==> config.mk <==
export PLATFORM = sky130hd
export DESIGN_NAME = cache_stage_top
export DESIGN_NICKNAME = d
export VERILOG_FILES = /design/src/verilog/cache_geom_pkg.sv /design/src/verilog/cache_msg_pkg.sv /design/src/verilog/cache_req_decode.sv /design/src/verilog/cache_tag_lookup.sv /design/src/verilog/cache_line_result.sv /design/src/verilog/cache_stage_top.sv
export SDC_FILE = /design/constraint.sdc
export NUM_CORES = 2
export LEC_CHECK = 0
export ABC_AREA = 1
export BUFFER_PORTS_ARGS = -buffer_cell sky130_fd_sc_hd__buf_2
export CAP_MARGIN = 0
export CELL_PAD_IN_SITES_DETAIL_PLACEMENT = 1
export CELL_PAD_IN_SITES_GLOBAL_PLACEMENT = 2
export CORE_AREA = 2 2 560 562
export DETAILED_ROUTE_END_ITERATION = 10
export DIE_AREA = 0 0 562 564
export PLACE_DENSITY = 0.86
export SLEW_MARGIN = 20
export SYNTH_ARGS = -nofsm -noshare
export SYNTH_HDL_FRONTEND = slang
export SYNTH_SLANG_ARGS = --single-unit
export TNS_END_PERCENT = 10
==> constraint.sdc <==
create_clock -name clk -period 25.5 [get_ports clk]
set_input_delay 3.825 -clock clk [delete_from_list [all_inputs] [get_ports clk]]
set_output_delay 3.825 -clock clk [all_outputs]
set_load 0.02 [all_outputs]
==> src/verilog/cache_geom_pkg.sv <==
package cache_geom_pkg;

    // Four sets of four ways, 16 bytes per line.
    localparam int NUM_WAYS   = 4;
    localparam int NUM_SETS   = 4;
    localparam int LINE_BYTES = 16;

    typedef logic [7:0]   tag_t;
    typedef logic [1:0]   index_t;
    typedef logic [1:0]   way_t;
    typedef logic [127:0] line_t;
    typedef logic [15:0]  mask_t;

    // Physical address, 14 bits.
    typedef struct packed {
        tag_t       tag;    // Bits 13:6.
        index_t     index;  // Bits 5:4.
        logic [3:0] offset;
    } addr_t;

    // Age 0 is the most recent way, age 3 the LRU one.
    typedef struct packed {
        logic       valid;
        logic       dirty;
        logic [1:0] age;
    } way_meta_t;

endpackage

==> src/verilog/cache_msg_pkg.sv <==
package cache_msg_pkg;

    import cache_geom_pkg::*;

    typedef enum logic {
        OP_READ,
        OP_WRITE
    } cache_op_e;

    typedef enum logic {
        MEM_FILL,
        MEM_WRITEBACK
    } mem_op_e;

    typedef struct packed {
        cache_op_e  op;
        addr_t      addr;
        logic [3:0] id;
        line_t      data;
        mask_t      mask;   // One bit per data byte.
    } cache_req_t;

    typedef struct packed {
        logic [3:0] id;
        logic       hit;
        line_t      line;   // Whole line after the access.
    } cache_resp_t;

    typedef struct packed {
        mem_op_e op;
        tag_t    tag;
        index_t  index;
        line_t   data;      // Only meaningful on a writeback.
    } mem_req_t;

    // Lookup result, consumed by the data stage.
    typedef struct packed {
        cache_op_e  op;
        logic [3:0] id;
        index_t     index;
        way_t       way;
        logic       hit;
        line_t      data;
        mask_t      mask;
        logic       fill;   // Install the held fill line.
    } lookup_t;

endpackage

==> src/verilog/cache_req_decode.sv <==
`timescale 1ns/1ps

module cache_req_decode import cache_msg_pkg::*; #(
    parameter int REQ_CREDITS = 4
) (
    input  logic       clk,
    input  logic       arst_n,
    input  logic       req_valid,
    input  cache_req_t req,
    output logic       req_credit,
    output logic       dec_valid,
    output cache_req_t dec,
    input  logic       lookup_ready
);

    localparam int PTR_W = (REQ_CREDITS > 1) ? $clog2(REQ_CREDITS) : 1;
    localparam int CNT_W = $clog2(REQ_CREDITS + 1);

    cache_req_t       entries [REQ_CREDITS];
    logic [PTR_W-1:0] wr_ptr;
    logic [PTR_W-1:0] rd_ptr;
    logic [CNT_W-1:0] entry_count;
    logic             pop;

    // Oldest entry is always presented.
    assign dec_valid = (entry_count != '0);
    assign dec       = entries[rd_ptr];
    assign pop       = dec_valid && lookup_ready;

    always_ff @(posedge clk) begin
        if (req_valid) begin
            entries[wr_ptr] <= req;
        end
    end

    always_ff @(posedge clk or negedge arst_n) begin
        if (!arst_n) begin
            wr_ptr      <= '0;
            rd_ptr      <= '0;
            entry_count <= '0;
            req_credit  <= 1'b0;
        end else begin
            if (req_valid) begin
                wr_ptr <= (wr_ptr == PTR_W'(REQ_CREDITS - 1)) ? '0 : wr_ptr + 1'b1;
            end
            if (pop) begin
                rd_ptr <= (rd_ptr == PTR_W'(REQ_CREDITS - 1)) ? '0 : rd_ptr + 1'b1;
            end
            entry_count <= entry_count + CNT_W'(req_valid) - CNT_W'(pop);
            req_credit  <= pop;  // One credit back per departed entry.
        end
    end

endmodule

==> src/verilog/cache_tag_lookup.sv <==
`timescale 1ns/1ps

module cache_tag_lookup import cache_geom_pkg::*, cache_msg_pkg::*; #(
    parameter int MEM_CREDITS = 2
) (
    input  logic       clk,
    input  logic       arst_n,
    input  logic       dec_valid,
    input  cache_req_t dec,
    output logic       lookup_ready,
    input  logic       result_ready,
    output logic       lk_valid,
    output lookup_t    lk,
    input  line_t      victim_line,
    output way_t       victim_sel,
    output index_t     victim_index,
    output logic       mem_req_valid,
    output mem_req_t   mem_req,
    input  logic       mem_credit,
    input  logic       mem_fill_valid
);

    localparam int MEM_CW = $clog2(MEM_CREDITS + 1);

    typedef enum logic [2:0] {
        IDLE,
        WRITEBACK,
        FILL_REQ,
        FILL_WAIT,
        COMPLETE
    } miss_state_e;

    miss_state_e       state;
    tag_t              tags [NUM_SETS][NUM_WAYS];
    way_meta_t         meta [NUM_SETS][NUM_WAYS];
    logic [MEM_CW-1:0] mem_credits;
    way_t              miss_way;
    index_t            idx;
    logic [NUM_WAYS-1:0] hit_vec;
    logic              hit_any;
    way_t              hit_way;
    way_t              victim_way;
    logic              inv_found;
    way_t              acc_way;
    logic [1:0]        acc_age;
    logic              lk_adv;
    logic              take;
    logic              mem_send;

    assign idx = dec.addr.index;

    // Parallel tag compare.
    always_comb begin
        hit_way = '0;
        for (int w = 0; w < NUM_WAYS; w++) begin
            hit_vec[w] = meta[idx][w].valid && (tags[idx][w] == dec.addr.tag);
            if (hit_vec[w]) hit_way = way_t'(w);
        end
        hit_any = |hit_vec;
    end

    // Lowest invalid way first, otherwise the oldest one.
    always_comb begin
        victim_way = '0;
        inv_found  = 1'b0;
        for (int w = 0; w < NUM_WAYS; w++) begin
            if (!inv_found && !meta[idx][w].valid) begin
                victim_way = way_t'(w);
                inv_found  = 1'b1;
            end
        end
        if (!inv_found) begin
            for (int w = 0; w < NUM_WAYS; w++) begin
                if (meta[idx][w].age == 2'd3) victim_way = way_t'(w);
            end
        end
    end

    assign lk_adv       = !lk_valid || result_ready;
    assign lookup_ready = lk_adv && ((state == IDLE && hit_any) || state == COMPLETE);
    assign take         = dec_valid && lookup_ready;
    assign acc_way      = (state == COMPLETE) ? miss_way : hit_way;
    assign acc_age      = meta[idx][acc_way].age;

    assign victim_sel   = miss_way;
    assign victim_index = idx;

    assign mem_req_valid = (state == WRITEBACK || state == FILL_REQ) && (mem_credits != '0);
    assign mem_send      = mem_req_valid;
    assign mem_req.op    = (state == WRITEBACK) ? MEM_WRITEBACK : MEM_FILL;
    assign mem_req.tag   = (state == WRITEBACK) ? tags[idx][miss_way] : dec.addr.tag;
    assign mem_req.index = idx;
    assign mem_req.data  = (state == WRITEBACK) ? victim_line : '0;

    // Miss sequencer. A miss starts only once the lk register has drained.
    always_ff @(posedge clk or negedge arst_n) begin
        if (!arst_n) begin
            state    <= IDLE;
            miss_way <= '0;
        end else begin
            case (state)
                IDLE: begin
                    if (dec_valid && !hit_any && !lk_valid) begin
                        miss_way <= victim_way;
                        if (meta[idx][victim_way].valid && meta[idx][victim_way].dirty)
                            state <= WRITEBACK;
                        else
                            state <= FILL_REQ;
                    end
                end
                WRITEBACK: if (mem_send) state <= FILL_REQ;
                FILL_REQ:  if (mem_send) state <= FILL_WAIT;
                FILL_WAIT: if (mem_fill_valid) state <= COMPLETE;
                COMPLETE:  if (take) state <= IDLE;
                default:   state <= IDLE;
            endcase
        end
    end

    always_ff @(posedge clk or negedge arst_n) begin
        if (!arst_n) begin
            mem_credits <= MEM_CW'(MEM_CREDITS);
        end else begin
            mem_credits <= mem_credits + MEM_CW'(mem_credit) - MEM_CW'(mem_send);
        end
    end

    // Ages start as a permutation and stay one.
    always_ff @(posedge clk or negedge arst_n) begin
        if (!arst_n) begin
            for (int s = 0; s < NUM_SETS; s++) begin
                for (int w = 0; w < NUM_WAYS; w++) begin
                    meta[s][w].valid <= 1'b0;
                    meta[s][w].dirty <= 1'b0;
                    meta[s][w].age   <= 2'(w);
                end
            end
        end else if (take) begin
            for (int w = 0; w < NUM_WAYS; w++) begin
                if (way_t'(w) == acc_way) begin
                    meta[idx][w].valid <= 1'b1;
                    meta[idx][w].dirty <= (dec.op == OP_WRITE) ||
                                          (state == IDLE && meta[idx][w].dirty);
                    meta[idx][w].age   <= 2'd0;
                end else if (meta[idx][w].age < acc_age) begin
                    meta[idx][w].age <= meta[idx][w].age + 2'd1;
                end
            end
        end
    end

    always_ff @(posedge clk) begin
        if (take && state == COMPLETE) begin
            tags[idx][miss_way] <= dec.addr.tag;  // Install the new tag.
        end
    end

    always_ff @(posedge clk or negedge arst_n) begin
        if (!arst_n) begin
            lk_valid <= 1'b0;
        end else if (take) begin
            lk_valid <= 1'b1;
        end else if (result_ready) begin
            lk_valid <= 1'b0;
        end
    end

    always_ff @(posedge clk) begin
        if (take) begin
            lk.op    <= dec.op;
            lk.id    <= dec.id;
            lk.index <= idx;
            lk.way   <= acc_way;
            lk.hit   <= (state == IDLE);
            lk.data  <= dec.data;
            lk.mask  <= dec.mask;
            lk.fill  <= (state == COMPLETE);
        end
    end

endmodule

==> src/verilog/cache_line_result.sv <==
`timescale 1ns/1ps

module cache_line_result import cache_geom_pkg::*, cache_msg_pkg::*; #(
    parameter int RESP_CREDITS = 2
) (
    input  logic        clk,
    input  logic        arst_n,
    input  logic        lk_valid,
    input  lookup_t     lk,
    output logic        result_ready,
    input  logic        mem_fill_valid,
    input  line_t       mem_fill_data,
    input  way_t        victim_sel,
    input  index_t      victim_index,
    output line_t       victim_line,
    output logic        resp_valid,
    output cache_resp_t resp,
    input  logic        resp_credit
);

    localparam int CRED_W = $clog2(RESP_CREDITS + 1);

    line_t             data_mem [NUM_SETS][NUM_WAYS];
    line_t             fill_line;
    line_t             base_line;
    line_t             new_line;
    logic              out_full;
    logic              take;
    logic              send;
    logic [CRED_W-1:0] resp_credits;

    assign victim_line = data_mem[victim_index][victim_sel];

    assign resp_valid   = out_full && (resp_credits != '0);
    assign send         = resp_valid;
    assign result_ready = !out_full || (resp_credits != '0);
    assign take         = lk_valid && result_ready;

    // Stored or filled line, with write bytes merged in.
    always_comb begin
        base_line = lk.fill ? fill_line : data_mem[lk.index][lk.way];
        new_line  = base_line;
        if (lk.op == OP_WRITE) begin
            for (int b = 0; b < LINE_BYTES; b++) begin
                if (lk.mask[b]) new_line[8*b +: 8] = lk.data[8*b +: 8];
            end
        end
    end

    always_ff @(posedge clk) begin
        if (mem_fill_valid) begin
            fill_line <= mem_fill_data;  // Held until the fill lk arrives.
        end
    end

    always_ff @(posedge clk) begin
        if (take) begin
            data_mem[lk.index][lk.way] <= new_line;
            resp.id   <= lk.id;
            resp.hit  <= lk.hit;
            resp.line <= new_line;
        end
    end

    always_ff @(posedge clk or negedge arst_n) begin
        if (!arst_n) begin
            out_full <= 1'b0;
        end else if (take) begin
            out_full <= 1'b1;
        end else if (send) begin
            out_full <= 1'b0;
        end
    end

    // Response credits.
    always_ff @(posedge clk or negedge arst_n) begin
        if (!arst_n) begin
            resp_credits <= CRED_W'(RESP_CREDITS);
        end else begin
            resp_credits <= resp_credits + CRED_W'(resp_credit) - CRED_W'(send);
        end
    end

endmodule

==> src/verilog/cache_stage_top.sv <==
`timescale 1ns/1ps

module cache_stage_top import cache_geom_pkg::*, cache_msg_pkg::*; #(
    parameter int REQ_CREDITS  = 4,
    parameter int RESP_CREDITS = 2,
    parameter int MEM_CREDITS  = 2
) (
    input  logic        clk,
    input  logic        arst_n,
    input  logic        req_valid,
    input  cache_req_t  req,
    output logic        req_credit,
    output logic        resp_valid,
    output cache_resp_t resp,
    input  logic        resp_credit,
    output logic        mem_req_valid,
    output mem_req_t    mem_req,
    input  logic        mem_credit,
    input  logic        mem_fill_valid,
    input  line_t       mem_fill_data
);

    logic       dec_valid;
    cache_req_t dec;
    logic       lookup_ready;
    logic       lk_valid;
    lookup_t    lk;
    logic       result_ready;
    line_t      victim_line;
    way_t       victim_sel;
    index_t     victim_index;

    cache_req_decode #(.REQ_CREDITS(REQ_CREDITS)) req_decode_inst (
        .clk          (clk),
        .arst_n       (arst_n),
        .req_valid    (req_valid),
        .req          (req),
        .req_credit   (req_credit),
        .dec_valid    (dec_valid),
        .dec          (dec),
        .lookup_ready (lookup_ready)
    );

    cache_tag_lookup #(.MEM_CREDITS(MEM_CREDITS)) tag_lookup_inst (
        .clk            (clk),
        .arst_n         (arst_n),
        .dec_valid      (dec_valid),
        .dec            (dec),
        .lookup_ready   (lookup_ready),
        .result_ready   (result_ready),
        .lk_valid       (lk_valid),
        .lk             (lk),
        .victim_line    (victim_line),
        .victim_sel     (victim_sel),
        .victim_index   (victim_index),
        .mem_req_valid  (mem_req_valid),
        .mem_req        (mem_req),
        .mem_credit     (mem_credit),
        .mem_fill_valid (mem_fill_valid)
    );

    // Fill data goes straight to the data stage.
    cache_line_result #(.RESP_CREDITS(RESP_CREDITS)) line_result_inst (
        .clk            (clk),
        .arst_n         (arst_n),
        .lk_valid       (lk_valid),
        .lk             (lk),
        .result_ready   (result_ready),
        .mem_fill_valid (mem_fill_valid),
        .mem_fill_data  (mem_fill_data),
        .victim_sel     (victim_sel),
        .victim_index   (victim_index),
        .victim_line    (victim_line),
        .resp_valid     (resp_valid),
        .resp           (resp),
        .resp_credit    (resp_credit)
    );

endmodule

* After elaboration in Yosys (flattened, before gate mapping)
Memory sizes are Yosys's and may differ from the RTL's. A register that Yosys moved wholly into a read port is not among the register bits. Cells that the tools add are included.
Storage, ports and cells: memories 3, memory bits (writable) 2828, bits in registers 499, output and inout port bits 275
Memory list:
- line_result_inst.data_mem | depth 4, bits a word 512, read ports 2, clocked after Yosys merged registers in 1, write ports 1, line cache_line_result.sv:23 | line_t data_mem [NUM_SETS][NUM_WAYS];
- req_decode_inst.entries | depth 4, bits a word 163, read ports 1, clocked after Yosys merged registers in 0, write ports 1, line cache_req_decode.sv:19 | cache_req_t entries [REQ_CREDITS];
- tag_lookup_inst.tags | depth 4, bits a word 32, read ports 1, clocked after Yosys merged registers in 0, write ports 1, line cache_tag_lookup.sv:34 | tag_t tags [NUM_SETS][NUM_WAYS];
Operators by class: $add $sub $neg 12, magnitude comparators 12, equality and inequality tests 22, reduce and logical (&&, ||, !) cells 50, multiplexer cells 130, bitwise logic cells 5
Operators with widths (number):
- $bwmux 64 | 16
- $mux 128 | 8
- $mux 64 | 11
- $bmux 128 s2 | 2
- $mux 512 | 1
- $demux 16 s2 | 12
- $demux 128 s2 | 1
- $mux 8 | 21
- $mux 16 | 3
- $mux 2 | 17
- $bmux 16 s2 | 1
- $eq 8x8->1 | 4
- $mux 32 | 1
- $logic_and 1x1->1 | 24
- $mux 3 | 6
- $bmux 4 s2 | 2
- $bmux 8 s2 | 1
- $demux 8 s2 | 1
- $ge 3x3->1 const B | 5
- $mux 1 | 15
- $mux 15 | 1
- $not 2->3 | 5
- $pmux 3 s5 | 1
- $mux 14 | 1
- 30 further kinds | 71

* Longest topological paths before layout
An unclocked memory read counts as a cell.
depth in word-level cells 32, mapped depth 28, mapped depth without buffers 25

* Hierarchy
From an unflattened synthesis, not the netlist that was laid out.
Unflattened totals: cell total of the unflattened synthesis 16049, area, all modules 154786.0 um^2
By module, submodules not included:
- cache_line_result | instances 1, area each 112541.7 um^2, seq. area each 69412.8 um^2, cells an instance 12541
- cache_req_decode | instances 1, area each 26653.1 um^2, seq. area each 19779.0 um^2, cells an instance 1955
- cache_tag_lookup | instances 1, area each 15591.2 um^2, seq. area each 10321.1 um^2, cells an instance 1553

* Worst setup path after synthesis
OpenSTA, ideal clock, no wires.
path type reg-to-reg, from register line_result_inst.resp_credits[1], to memory line_result_inst.data_mem[0][0] in the netlist's numbering (enable), buffers on the path 0, stages on the path, launching flop included 5, setup slack 12.264 ns, period minus slack after synthesis 13.236 ns, data arrival time 12.621 ns, required time 24.885 ns, path through dfstp_2 nor3_1 nor2_1 nand2_1 nor2_1
Between the ends: word-level cells in the longest chain between the ends 5
RTL lines:
- start, declared | line cache_line_result.sv:30 | logic [CRED_W-1:0] resp_credits;
- start signal, assigned | line cache_line_result.sv:78 | resp_credits <= CRED_W'(RESP_CREDITS);
- start signal, assigned | line cache_line_result.sv:80 | resp_credits <= resp_credits + CRED_W'(resp_credit) - CRED_W'(send);
- $reduce_bool 2->1 | line cache_line_result.sv:36 | assign result_ready = !out_full || (resp_credits != '0);
- $logic_or 1x1->1 | line cache_line_result.sv:36
- $logic_and 1x1->1 | line cache_line_result.sv:37 | assign take = lk_valid && result_ready;
- named net line_result_inst.take | line cache_line_result.sv:28 | logic take;
- $mux 1 | line cache_line_result.sv:57 | if (take) begin
- $mux 512 (implied by the code) | line cache_line_result.sv:58 | data_mem[lk.index][lk.way] <= new_line;
- end, declared | line cache_line_result.sv:23
The timed path passes the listed nets, and every way through them passes these cells.

==> impl_metrics.yaml <==
drt:
  avgViaCountPerCell: 6.60
  dr.pass1.iters: 6
  remaining_drc_errors: 0
  ant_nets: 0
  drtIter0Drc: 14300
  dr_total_vias: 109000
  wl_um: 536000
  avgRoutedWirePerCell_um: 32.6
global_route:
  grt_use_total_pct: 32.7
  grt_pass1_vias: 112000
  grt_pass1_wl_um: 762000
  antenna_found_initial: 85
  overflow: 0
  grt_max_degree: 182
job:
  drv_cap: 0
synthesis:
  syn_area_um2: 139000
  postSynthCellCount: 11700
  synth_seq_area_share_pct: 71.1
  synth_edf_count: 3228
  yosys_warnings: 0
  synth_seq_cells: 3313
  synth_fp_nets: 12000
  synth_flop_cell: "edfxtp_1"
  async_reset_ff_share_pct: 2.51
  yosys.cell_types.count: 47
  syn_area_per_cell_um2: 11.9
clock_network:
  worstSkewPairLatency_ns: 0.99
  clockBufferDepth: 4
  htreeDepth: 5
  cts_buffers: 357
  cts_setup_buffers: 0
  clock_sinks: 3313
  cts_tree: "built"
  cts_resized: 0
  clk_pin_slew_ns: 0.06
  ctsHoldBuffers: 0
  cts_root_buffer: "clkbuf_16"
worst_setup_path:
  path_class: "flop to output port"
  cp_max_fo: 86
  start_kind: "flop"
  required_ns: 21.67
  arrival_ns: 8.20
  critPathCaptureType: "output port"
sta:
  finalHoldViolCount: 0
  slew_headroom_pct: 11.2
  fmax_ghz: 0.0832
  setup_tns_ns: 0
  finalSetupViolations: 0
  rsz0062_at_grt: "false"
  fin_ws_ns: 13.48
  whs_ns: 0.429
  clock_skew_ns: 0.102
  slew_violations: 0
  period_needed_ns: 12.02
  worst_pin_slew_ns: 1.33
  min_period_over_period_pct: 47.1
die:
  core-area_um2: 311000
  die_area_um2: 317000
  die_y_um: 564
  fp-row-count: 205
  ios: 572
  die_w_um: 562
  initial_utilization_pct: 44.8
final_layout:
  post-route-util_pct: 51.0
  areaGrowthSynthToFinish_pct: 13.6
  nets: 12300
  final_layout_size_suffix_gt1_share_pct: 12.4
placement:
  routabilityCongestion: 0.842
  io_buffers: 567
  hpwl_um: 299000
  dp_worst_setup_slack_ns: 14.50
power_and_ir_drop:
  p_leak_nw: 53.0
  power_density_nw_per_um2: 121
  ir_worst_vdd_mv: 0.129
hold_path:
  hp-class: "flop to flop"
run_status:
  status: "complete, no violations"
[where the power goes]
group	switching [mW]	total (mW)	internal, mW
sequential	0.174	7.01	6.84
clock	2.26	5.11	2.86
combinational	5.40	7.07	1.67
total	7.83	19.2	11.4
[registers in the layout, summed over array words and instances (netlist names), named ones only]
signal	cells
req_decode_inst.entry_count	3
tag_lookup_inst.tags	128
req_decode_inst.req_credit	1
tag_lookup_inst.mem_credits	2
req_decode_inst.entries	636
tag_lookup_inst.lk_valid	1
req_decode_inst.wr_ptr	2
line_result_inst.data_mem	2048
line_result_inst.resp_credits	2
line_result_inst.resp	133
tag_lookup_inst.state	3
tag_lookup_inst.meta	64
line_result_inst.out_full	1
line_result_inst.fill_line	128
tag_lookup_inst.lk	155
req_decode_inst.rd_ptr	2
tag_lookup_inst.victim_sel	2
[cells in the mapped netlist (12+ instances only)]
cell,n,area share [%]
o21ai_0,1852,6.6
a221oi_1,48,0.30
nand2_2,13,0.058
edfxtp_1,3228,70
buf_2,26,0.093
nor2_1,1671,4.5
ha_1,15,0.13
nand3_1,142,0.51
a31oi_1,129,0.58
buf_1,88,0.24
clkbuf_1,751,2.0
o22ai_1,1310,5.9
dfstp_2,18,0.34
o21ai_1,12,0.043
o221ai_1,137,0.86
dfrtp_1,65,1.2
a22o_1,34,0.21
nand3b_1,22,0.12
a21oi_1,318,1.1
o211ai_1,42,0.23
nand4_1,175,0.79
inv_1,287,0.77
nand2_1,1208,3.3
[worst max-delay path: stages (launching register included)]
cell      delay, ns
dfrtp_4        0.63
clkinv_8       0.34
nand2_1        0.25
nand2_1        0.07
nand2_1        0.08
nand2_2        0.35
buf_4          0.37
nand2_8        0.61
buf_4          0.78
buf_4          0.78
buf_4          1.01
o22ai_1        0.17
o21ai_0        0.22
nand3_1        0.12
a221oi_1       0.97
buf_2          0.35
[path summary, 6_finish.rpt]
| path | start | endpoint | slack (ns) | depth (start not counted) |
|---|---|---|---|---|
| max in group asynchronous | arst_n | req_decode_inst.rd_ptr[1] | 21.54 | 2 |
| min in group asynchronous | arst_n | tag_lookup_inst.mem_credits[0] | 2.91 | 1 |
| min reg2reg | tag_lookup_inst.lk[153] | line_result_inst.resp[132] | 0.43 | 0 |
| min | tag_lookup_inst.lk[153] | line_result_inst.resp[132] | 0.43 | 0 |
| max | req_decode_inst.rd_ptr[0] | mem_req[15] | 13.48 | 15 |
| max reg2reg | req_decode_inst.rd_ptr[0] | tag_lookup_inst.lk[55] | 18.12 | 19 |
[cells by family after synthesis]
group,Yosys count,synth area share [%]
XOR/XNOR,8,0.0503
AND/OR/NAND/NOR,3273,9.49
buffers and inverters,1171,3.24
adder cells (fa/ha/maj),16,0.149
flip-flops,3313,71.1
AO/OA/AOI/OAI,3900,16.0
[layout by cell type (no fill, tap or decap), drive strengths merged, types with 5 or more instances in the layout]
cell,synthesis,routed
a22o,34,34
a21oi,318,318
diode,0,26
nand4,175,175
nor2,1676,1676
o22a,7,7
or2,6,6
xnor2,5,5
nand3,153,153
o211ai,42,42
bufinv,0,25
edfxtp,3228,3228
a22oi,6,6
ha,15,15
o22ai,1310,1310
o221ai,137,137
inv,291,298
dfstp,18,18
clkinvlp,0,6
nand3b,22,22
clkinv,0,182
nand2,1227,1227
o21ai,1864,1864
a221oi,48,48
buf,129,821
nor3,12,12
a31oi,129,129
clkbuf,751,435
dfrtp,65,65
[area by class of cell]
class                   instances  area [um^2]
repair buffers                823         4920
well taps                    4140         5180
inverters                     291         1190
multi-input cells            7197        36600
fillers                     31900       152000
flip-flops and latches       3313        99100
diodes                         26         65.1
clock buffers                 433         9240
clock inverters               220         2120
[per-layer routing]
metal | track usage [%] | vias up | wire [um]
li1 | - | 44700 | -
met1 | 42.8 | 55600 | 205000
met2 | 51.3 | 6761 | 244000
met3 | 8.20 | 1462 | 62400
met4 | 15.4 | 78 | 25000
met5 | 0 | - | 470
[per-stage QoR]
| step | total power, mW | instance area [um^2] | cells |
|---|---|---|---|
| 6_report | 19.2 | 158000 | 16400 |
| 5_1_grt | 19.8 | 158000 | 16400 |
| 4_1_cts | 19.0 | 158000 | 16400 |
| 3_5_place_dp | 13.9 | 147000 | 15800 |
| 3_3_place_gp | 13.7 | 146000 | 15800 |
| 2_1_floorplan | 11.2 | 139000 | 11700 |
Note: power is estimated with default switching activity, not from simulation.
